## config.mk

```make
export PLATFORM = sky130hd
export DESIGN_NAME = ifm_subchunk_top
export DESIGN_NICKNAME = d
export VERILOG_FILES = /design/src/ifm_pkg.sv /design/src/prefix_sum.sv /design/src/pri_enc_scan.sv /design/src/ifm_input_sel.sv /design/src/win_counter.sv /design/src/chunk_ctrl_fsm.sv /design/src/ifm_chunk_buf.sv /design/src/ifm_subchunk_top.sv
export SDC_FILE = /design/constraint.sdc
export NUM_CORES = 1
export LEC_CHECK = 0
export BUFFER_PORTS_ARGS = -buffer_cell sky130_fd_sc_hd__buf_2
export CAP_MARGIN = 10
export CORE_MARGIN = 8
export CORE_UTILIZATION = 47
export DETAILED_ROUTE_END_ITERATION = 16
export PLACE_DENSITY_LB_ADDON = 0.12
export SKIP_CTS_REPAIR_TIMING = 1
export SYNTH_ARGS = -nofsm -noshare
export SYNTH_HDL_FRONTEND = slang
export SYNTH_SLANG_ARGS = --single-unit
```

## constraint.sdc

```tcl
create_clock -name gated_clk_0_w -period 8.4 [get_ports gated_clk_0_w]
set_input_delay 0.84 -clock gated_clk_0_w [delete_from_list [all_inputs] [get_ports gated_clk_0_w]]
set_output_delay 0.84 -clock gated_clk_0_w [all_outputs]
set_load 0.05 [all_outputs]
```

## src/ifm_pkg.sv

```systemverilog
package ifm_pkg;

	////////////////////////////////////////
	// Sizes
	////////////////////////////////////////

	// Bits per sparsemap window
	localparam int PREFIX_SUM_SIZE = 8;
	// Activations per sub-chunk
	localparam int CHUNK_SIZE = 64;
	localparam int WIN_NUM = CHUNK_SIZE / PREFIX_SUM_SIZE;

	localparam int WIN_POS_W = $clog2(PREFIX_SUM_SIZE);
	// Counts run 0 to PREFIX_SUM_SIZE inclusive
	localparam int PREFIX_CNT_W = $clog2(PREFIX_SUM_SIZE) + 1;
	localparam int CHUNK_IDX_W = $clog2(CHUNK_SIZE);
	localparam int CHUNK_ADDR_W = CHUNK_IDX_W + 1;
	localparam int WIN_IDX_W = $clog2(WIN_NUM);
	localparam int IFM_DATA_W = 8;

	////////////////////////////////////////
	// Types
	////////////////////////////////////////

	typedef logic [PREFIX_SUM_SIZE-1:0] sparsemap_t;
	typedef logic [WIN_POS_W-1:0] win_pos_t;
	typedef logic [PREFIX_CNT_W-1:0] prefix_cnt_t;
	typedef logic [CHUNK_ADDR_W-1:0] chunk_addr_t;
	typedef logic [WIN_IDX_W-1:0] win_idx_t;
	typedef logic [IFM_DATA_W-1:0] ifm_data_t;

	typedef enum logic [1:0] {
		ST_IDLE,
		ST_LOAD,
		ST_SCAN,
		ST_DONE
	} ctrl_state_t;

	// Buffer write, sel_map picks sparsemap over data store
	typedef struct packed {
		logic en;
		logic sel_map;
		chunk_addr_t addr;
		ifm_data_t data;
	} ifm_wr_t;

	typedef struct packed {
		ifm_data_t data;
		win_idx_t win;
		win_pos_t pos;
		logic last;
	} ifm_item_t;

endpackage

```

## src/prefix_sum.sv

```systemverilog
module prefix_sum
	import ifm_pkg::*;
(
	 input sparsemap_t in_i
	,output prefix_cnt_t out_o [PREFIX_SUM_SIZE]
	,output prefix_cnt_t total_o
);

	prefix_cnt_t acc_w;

	// Exclusive running count, out_o[i] sees bits below i only
	always_comb begin
		acc_w = '0;
		for (int i = 0; i < PREFIX_SUM_SIZE; i++) begin
			out_o[i] = acc_w;
			acc_w = acc_w + prefix_cnt_t'(in_i[i]);
		end
	end

	// Full window count
	assign total_o = acc_w;

endmodule

```

## src/pri_enc_scan.sv

```systemverilog
module pri_enc_scan
	import ifm_pkg::*;
(
	 input rst_i
	,input gated_clk_0_w

	,input load_i
	,input sparsemap_t map_i
	,input scan_i

	,output logic match_valid_o
	,output win_pos_t match_addr_o
	,output logic pri_enc_end_o
);

	sparsemap_t mask_r;
	sparsemap_t lowest_w;

	// Isolate lowest set bit
	assign lowest_w = mask_r & (~mask_r + 1'b1);

	always_ff @(posedge gated_clk_0_w) begin
		if (rst_i) begin
			mask_r <= '0;
		end
		else if (load_i) begin
			mask_r <= map_i;
		end
		else if (scan_i) begin
			// Retire the bit reported this cycle
			mask_r <= mask_r & ~lowest_w;
		end
	end

	// Lowest index wins, so walk downwards
	always_comb begin
		match_addr_o = '0;
		for (int i = PREFIX_SUM_SIZE - 1; i >= 0; i--) begin
			if (mask_r[i]) begin
				match_addr_o = win_pos_t'(i);
			end
		end
	end

	// Mask only holds bits between load and the last scan cycle
	assign match_valid_o = |mask_r;

	// Zero or one bit left ends the window
	assign pri_enc_end_o = scan_i && ((mask_r & (mask_r - 1'b1)) == '0);

	// Leftover bits outside a scan mean the FSM left the window early
	a_match_in_scan: assert property (
		@(posedge gated_clk_0_w) disable iff (rst_i)
		match_valid_o |-> scan_i
	);

endmodule

```

## src/ifm_input_sel.sv

```systemverilog
module ifm_input_sel
	import ifm_pkg::*;
(
	 input rst_i
	,input gated_clk_0_w

	,input win_pos_t pri_enc_match_addr_i
	,input pri_enc_end_i
	,input sub_chunk_start_i

	,input sparsemap_t rd_sparsemap_i
	,output chunk_addr_t rd_addr_o
);

	prefix_cnt_t prefix_sum_out_w [PREFIX_SUM_SIZE];
	prefix_cnt_t prefix_total_w;
	chunk_addr_t rd_dat_base_addr_r;

	prefix_sum u_prefix_sum (
		 .in_i(rd_sparsemap_i)
		,.out_o(prefix_sum_out_w)
		,.total_o(prefix_total_w)
	);

	////////////////////////////////////////
	// Base address
	////////////////////////////////////////

	// Channel padding, every sub-chunk begins at address zero
	always_ff @(posedge gated_clk_0_w) begin
		if (rst_i) begin
			rd_dat_base_addr_r <= '0;
		end
		else if (sub_chunk_start_i) begin
			rd_dat_base_addr_r <= '0;
		end
		else if (pri_enc_end_i) begin
			rd_dat_base_addr_r <= rd_dat_base_addr_r + chunk_addr_t'(prefix_total_w);
		end
	end

	// Offset of this match inside the packed data
	assign rd_addr_o = rd_dat_base_addr_r + chunk_addr_t'(prefix_sum_out_w[pri_enc_match_addr_i]);

	// A sub-chunk never packs more than CHUNK_SIZE values
	a_base_in_range: assert property (
		@(posedge gated_clk_0_w) disable iff (rst_i)
		rd_dat_base_addr_r <= chunk_addr_t'(CHUNK_SIZE)
	);

endmodule

```

## src/win_counter.sv

```systemverilog
module win_counter
	import ifm_pkg::*;
(
	 input rst_i
	,input gated_clk_0_w

	,input clr_i
	,input step_i

	,output win_idx_t win_idx_o
	,output logic last_win_o
);

	win_idx_t win_idx_r;

	// Clear takes priority over step
	always_ff @(posedge gated_clk_0_w) begin
		if (rst_i) begin
			win_idx_r <= '0;
		end
		else if (clr_i) begin
			win_idx_r <= '0;
		end
		else if (step_i) begin
			win_idx_r <= win_idx_r + 1'b1;
		end
	end

	assign win_idx_o = win_idx_r;

	// Final window of the sub-chunk
	assign last_win_o = (win_idx_r == win_idx_t'(WIN_NUM - 1));

endmodule

```

## src/chunk_ctrl_fsm.sv

```systemverilog
module chunk_ctrl_fsm
	import ifm_pkg::*;
(
	 input rst_i
	,input gated_clk_0_w

	,input start_i
	,input pri_enc_end_i
	,input last_win_i

	,output logic busy_o
	,output logic sub_chunk_start_o
	,output logic win_load_o
	,output logic scan_o
	,output logic win_clr_o
	,output logic win_step_o
	,output logic chunk_end_o
);

	ctrl_state_t state_r;
	ctrl_state_t state_nxt_w;
	logic win_end_w;

	////////////////////////////////////////
	// State register
	////////////////////////////////////////

	always_ff @(posedge gated_clk_0_w) begin
		if (rst_i) begin
			state_r <= ST_IDLE;
		end
		else begin
			state_r <= state_nxt_w;
		end
	end

	// Scan has finished the current window
	assign win_end_w = (state_r == ST_SCAN) && pri_enc_end_i;

	always_comb begin
		state_nxt_w = state_r;
		case (state_r)
			ST_IDLE: begin
				if (start_i) begin
					state_nxt_w = ST_LOAD;
				end
			end
			// Map word arrives during this single cycle
			ST_LOAD: begin
				state_nxt_w = ST_SCAN;
			end
			ST_SCAN: begin
				if (pri_enc_end_i) begin
					state_nxt_w = last_win_i ? ST_DONE : ST_LOAD;
				end
			end
			ST_DONE: begin
				state_nxt_w = ST_IDLE;
			end
			default: begin
				state_nxt_w = ST_IDLE;
			end
		endcase
	end

	////////////////////////////////////////
	// Outputs
	////////////////////////////////////////

	assign busy_o = (state_r != ST_IDLE);
	assign sub_chunk_start_o = (state_r == ST_IDLE) && start_i;
	// Window index restarts with the sub-chunk
	assign win_clr_o = sub_chunk_start_o;
	assign win_load_o = (state_r == ST_LOAD);
	assign scan_o = (state_r == ST_SCAN);
	assign win_step_o = win_end_w && !last_win_i;
	assign chunk_end_o = win_end_w && last_win_i;

	a_state_legal: assert property (
		@(posedge gated_clk_0_w) disable iff (rst_i)
		state_r inside {ST_IDLE, ST_LOAD, ST_SCAN, ST_DONE}
	);

endmodule

```

## src/ifm_chunk_buf.sv

```systemverilog
module ifm_chunk_buf
	import ifm_pkg::*;
(
	 input gated_clk_0_w

	,input ifm_wr_t wr_i

	,input win_idx_t map_rd_idx_i
	,output sparsemap_t map_o

	,input chunk_addr_t data_rd_addr_i
	,output ifm_data_t data_o
);

	sparsemap_t map_mem [WIN_NUM];
	ifm_data_t data_mem [CHUNK_SIZE];

	////////////////////////////////////////
	// Write port
	////////////////////////////////////////

	always_ff @(posedge gated_clk_0_w) begin
		if (wr_i.en) begin
			if (wr_i.sel_map) begin
				map_mem[wr_i.addr[WIN_IDX_W-1:0]] <= sparsemap_t'(wr_i.data);
			end
			else begin
				data_mem[wr_i.addr[CHUNK_IDX_W-1:0]] <= wr_i.data;
			end
		end
	end

	////////////////////////////////////////
	// Read ports
	////////////////////////////////////////

	// One cycle from index to map word
	always_ff @(posedge gated_clk_0_w) begin
		map_o <= map_mem[map_rd_idx_i];
	end

	// Top address bit only matters for the range check upstream
	always_ff @(posedge gated_clk_0_w) begin
		data_o <= data_mem[data_rd_addr_i[CHUNK_IDX_W-1:0]];
	end

endmodule

```

## src/ifm_subchunk_top.sv

```systemverilog
module ifm_subchunk_top
	import ifm_pkg::*;
(
	 input rst_i
	,input gated_clk_0_w
	,input start_i

	,input ifm_wr_t wr_i

	,output logic busy_o
	,output logic out_valid_o
	,output ifm_item_t out_item_o
	,output logic done_o
);

	logic sub_chunk_start_w;
	logic win_load_w;
	logic scan_w;
	logic win_clr_w;
	logic win_step_w;
	logic chunk_end_w;
	logic last_win_w;
	win_idx_t win_idx_w;
	win_idx_t map_rd_idx_w;
	sparsemap_t map_rd_w;
	sparsemap_t win_map_r;
	logic match_valid_w;
	win_pos_t match_addr_w;
	logic pri_enc_end_w;
	chunk_addr_t rd_addr_w;
	ifm_data_t rd_data_w;

	// Item side channel, one stage to line up with the data read
	logic out_valid_r;
	win_idx_t item_win_r;
	win_pos_t item_pos_r;
	logic item_last_r;
	logic done_r;

	chunk_ctrl_fsm u_ctrl (
		 .rst_i(rst_i)
		,.gated_clk_0_w(gated_clk_0_w)
		,.start_i(start_i)
		,.pri_enc_end_i(pri_enc_end_w)
		,.last_win_i(last_win_w)
		,.busy_o(busy_o)
		,.sub_chunk_start_o(sub_chunk_start_w)
		,.win_load_o(win_load_w)
		,.scan_o(scan_w)
		,.win_clr_o(win_clr_w)
		,.win_step_o(win_step_w)
		,.chunk_end_o(chunk_end_w)
	);

	win_counter u_win_cnt (
		 .rst_i(rst_i)
		,.gated_clk_0_w(gated_clk_0_w)
		,.clr_i(win_clr_w)
		,.step_i(win_step_w)
		,.win_idx_o(win_idx_w)
		,.last_win_o(last_win_w)
	);

	// Issue the map read for the window about to load
	assign map_rd_idx_w = win_clr_w ? '0 : (win_step_w ? win_idx_w + 1'b1 : win_idx_w);

	ifm_chunk_buf u_buf (
		 .gated_clk_0_w(gated_clk_0_w)
		,.wr_i(wr_i)
		,.map_rd_idx_i(map_rd_idx_w)
		,.map_o(map_rd_w)
		,.data_rd_addr_i(rd_addr_w)
		,.data_o(rd_data_w)
	);

	pri_enc_scan u_pri_enc (
		 .rst_i(rst_i)
		,.gated_clk_0_w(gated_clk_0_w)
		,.load_i(win_load_w)
		,.map_i(map_rd_w)
		,.scan_i(scan_w)
		,.match_valid_o(match_valid_w)
		,.match_addr_o(match_addr_w)
		,.pri_enc_end_o(pri_enc_end_w)
	);

	// Window word held for the prefix sums during scan
	always_ff @(posedge gated_clk_0_w) begin
		if (win_load_w) begin
			win_map_r <= map_rd_w;
		end
	end

	ifm_input_sel u_input_sel (
		 .rst_i(rst_i)
		,.gated_clk_0_w(gated_clk_0_w)
		,.pri_enc_match_addr_i(match_addr_w)
		,.pri_enc_end_i(pri_enc_end_w)
		,.sub_chunk_start_i(sub_chunk_start_w)
		,.rd_sparsemap_i(win_map_r)
		,.rd_addr_o(rd_addr_w)
	);

	////////////////////////////////////////
	// Output stage
	////////////////////////////////////////

	always_ff @(posedge gated_clk_0_w) begin
		if (rst_i) begin
			out_valid_r <= 1'b0;
			done_r <= 1'b0;
		end
		else begin
			out_valid_r <= match_valid_w;
			// Empty final window ends at once, else wait for the last item
			done_r <= (chunk_end_w && !match_valid_w) || (out_valid_r && item_last_r);
		end
	end

	always_ff @(posedge gated_clk_0_w) begin
		item_win_r <= win_idx_w;
		item_pos_r <= match_addr_w;
		item_last_r <= chunk_end_w && match_valid_w;
	end

	assign out_valid_o = out_valid_r;
	assign out_item_o.data = rd_data_w;
	assign out_item_o.win = item_win_r;
	assign out_item_o.pos = item_pos_r;
	assign out_item_o.last = item_last_r;
	assign done_o = done_r;

	// Buffers must stay still while a sub-chunk is read
	a_no_wr_busy: assert property (
		@(posedge gated_clk_0_w) disable iff (rst_i)
		wr_i.en |-> !busy_o
	);

endmodule

```

==> impl_metrics.csv <==
group,metric,value,unit
run_status,run_status,"complete, no violations",
worst_setup_path,worstReg2RegStart,"win_map_r[0]$_DFFE_PP_",
logic_synthesis,synth_edf_count,584,
worst_setup_path,timing.critical_path.required,8.86,ns
power_and_ir_drop,power.density_cell_area,312,nW/um^2
logic_synthesis,syn_inst,1253,
placement,placed_cells_incl_taps,1943,
clock_tree,cts_htree_levels,3,
layout,most_common_cell_after_layout_fill_and_taps_aside,"edfxtp_1",
grt,grt_antenna_before_repair,2,
power_and_ir_drop,totalPowerFinal,8.80,mW
layout,area_growth,13.4,%
placement,placer_s_final_routability_congestion_estimate,0.750,
worst_setup_path,reg2regPathDepth,16,
worst_setup_path,reg2reg_slack,1.92,ns
timing,final.min_clock_period,6.48,ns
logic_synthesis,postSynth.topFlopCell,"edfxtp_1",
die,fp-row-count,84,
timing,setup_violations,0,
placement,buffer_ports.inserted,36,
hold_path,min_path_type,"reg -> reg",
layout,final_standard_cell_count_with_taps_included_and_fillers_excluded,2065,
timing,final-max-slew-violation-count,0,
clock_tree,clock_tree.root_cell,"clkbuf_16",
logic_synthesis,synth.distinct_cells,64,
clock_tree,clock_path_buffers,3,
worst_setup_path,r2r_end,"u_buf.data_o[0]$_DFF_P_",
grt,grt_use_total,18.1,%
worst_setup_path,timing.critical_path.arrival,6.94,ns
timing,timing.fmax,0.154,GHz
timing,worst_margin_slew,1.11,ns
die,i_o_pin_count,38,
logic_synthesis,synth.net_count,1303,
grt,grt_pass1_wl,80.7,mm
grt,grt_max_degree,73,
clock_tree,tritoncts,"done",
hold_path,holdCritStartpoint,"u_buf.map_o[0]$_DFF_P_",
die,floorplan.initialDensity,47.5,%
drt,via_count,12132,
layout,regArea,18400,um^2
logic_synthesis,postSynthRegisterBits,628,
timing,max-slew-margin-rel,25.9,%
clock_tree,insertion_delay_of_the_later_clocked_pin_in_the_worst_skew_pair,0.58,ns
drt,drc_errors,0,
hold_path,min_delay_worst_endpoint,"win_map_r[0]$_DFFE_PP_",
clock_tree,tritoncts_buffers,67,
timing,tns,0,ns
drt,remaining_antenna_violation_count,0,
power_and_ir_drop,vdd_ir_drop_max,0.268,mV
layout,diodes,0,
timing,fin_crit_sh,77.1,%
grt,vias_in_the_first_global_route,12331,
clock_tree,cts.clk_slew.worst_paths,0.06,ns
worst_setup_path,start_kind,"flop",
die,die_span_y,246,um
worst_setup_path,startpoint_to_endpoint_class_of_the_critical_path,"reg -> reg",
layout,final_nets,1375,
worst_setup_path,worstPathMaxFanout,53,
clock_tree,cts.sinks,628,
layout,multiInputGateArea,6260,um^2
timing,clock_skew,0.0127,ns
logic_synthesis,yosys_warnings,0,
power_and_ir_drop,static-leakage-power,8.94,nW
run,max_cap_viol_count,0,
drt,drt-wirelength-per-cell,26.2,um
die,design.core.area,52400,um^2
die,design.die.area,60600,um^2
layout,final_cell_mix,"584 x edfxtp_1, 160 x mux4_2, 100 x nor2_1",
logic_synthesis,syn_area_per_cell,19.9,um^2
logic_synthesis,seq_area_frac_synth,74.0,%
drt,drt_pass1_iterations,7,
layout,fill_cells,4060,
placement,detailed_place_hpwl,32.1,mm
layout,layout-drive-gt1-share,24.5,%
worst_setup_path,crit_path_end_kind,"flop",
logic_synthesis,post_synth_instance_area,24900,um^2
drt,viasPerCell,5.88,
drt,drt_iter0_markers,1046,
timing,grt_setup_unrepaired,"false",
timing,hold_violations,0,
drt,drt_wl_total,54.0,mm
grt,globalRoute.totalOverflow,0,
die,die_x,246,um
hold_path,min_path_cells,0,
logic_synthesis,asyncSetResetFlopFracSynth,0,%
cell families after synthesis:
kind of cell,Yosys count,share of synthesized area (%)
flip-flops,628,74.0
adder cells (fa/ha/maj),31,1.67
buffers and inverters,68,1.09
AND/OR/NAND/NOR,209,3.96
XOR/XNOR,18,0.693
AO/OA/AOI/OAI,115,3.19
multiplexers,184,15.4
sequential cells by signal, indices dropped and copies added (netlist names):
name,cells
done_o,1
item_last_r,1
item_pos_r,3
item_win_r,3
out_valid_o,1
u_buf.data_mem,512
u_buf.data_o,8
u_buf.map_mem,64
u_buf.map_o,8
u_ctrl.state_r,2
u_input_sel.rd_dat_base_addr_r,6
u_pri_enc.mask_r,8
u_win_cnt.win_idx_o,3
win_map_r,8
metal layers:
layer	GRT usage (%)	vias up	wire length, um
met2	28.2	375	25800
met4	6.22	4	1400
met1	25.3	6380	23300
met5	0	-	27
li1	-	5293	-
met3	3.87	80	3520
worst max-delay path, stage by stage, from the launching register on:
cell,delay [ns]
edfxtp_1,0.44
fa_1,0.52
ha_1,0.24
fa_1,0.53
ha_1,0.33
ha_1,0.32
ha_1,0.33
mux2i_1,0.15
nand2_1,0.07
o21ai_0,0.12
o32ai_1,0.16
fa_4,1.37
buf_4,0.44
mux4_2,0.39
mux4_2,0.54
a211oi_1,0.26
a21oi_1,0.08
cell type report:
cell class / count / area share, %
Sequential cell: 628 / 65.2
Multi-Input combinational cell: 557 / 22.1
Clock buffer: 94 / 6.92
Tap cell: 688 / 3.05
Timing Repair Buffer: 61 / 1.34
Clock inverter: 27 / 1.23
Inverter: 10 / 0.133
power by group:
group	total [mW]	switching, mW	internal [mW]	leakage (nW)
Combinational	2.23	1.17	1.06	2.19
Clock	3.06	1.16	1.90	1.13
Sequential	3.51	0.0304	3.48	5.62
Total	8.80	2.37	6.44	8.94
how the worst max path moves through the flow:
stage,start,to,slack [ns],cells after the start
CTS,win_map_r[0]$_DFFE_PP_,u_buf.data_o[1]$_DFF_P_,1.85,16
detailed placement,win_map_r[0]$_DFFE_PP_,u_buf.data_o[1]$_DFF_P_,1.86,16
floorplan,win_map_r[0]$_DFFE_PP_,u_buf.data_o[5]$_DFF_P_,2.44,18
finish,win_map_r[0]$_DFFE_PP_,u_buf.data_o[0]$_DFF_P_,1.92,16
global route,win_map_r[0]$_DFFE_PP_,u_buf.data_o[7]$_DFF_P_,1.63,16
global placement,win_map_r[0]$_DFFE_PP_,u_buf.data_o[1]$_DFF_P_,1.88,16
through the flow:
stage | setup slack, ns | utilization (%) | hold WS (ns) | instance area, um^2
floorplan | 2.44 | - | 0.398 | 24900
global placement | 1.88 | 49.5 | 0.439 | 25900
detailed placement | 1.86 | 49.5 | 0.446 | 25900
CTS | 1.85 | 53.9 | 0.462 | 28200
global route | 1.63 | 53.9 | 0.470 | 28300
finish | 1.92 | 53.9 | 0.457 | 28300
cells in the mapped netlist (all sizes together) (6+ instances only):
| library cell | number | share of area, % |
|---|---|---|
| a211oi | 17 | 0.55 |
| a21oi | 32 | 0.64 |
| a22oi | 7 | 0.21 |
| a32o | 8 | 0.32 |
| buf | 15 | 0.29 |
| clkbuf | 43 | 0.65 |
| dfxtp | 44 | 3.5 |
| edfxtp | 584 | 70 |
| ha | 26 | 1.3 |
| inv | 10 | 0.15 |
| mux2i | 22 | 0.88 |
| mux4 | 160 | 14 |
| nand2 | 38 | 0.57 |
| nand3 | 17 | 0.34 |
| nand3b | 6 | 0.18 |
| nor2 | 100 | 1.5 |
| nor2b | 14 | 0.35 |
| nor3 | 7 | 0.14 |
| o21ai | 21 | 0.45 |
| o22ai | 9 | 0.25 |
| xnor2 | 10 | 0.38 |
| xor2 | 8 | 0.31 |
Power figures use the tool's default switching activity.
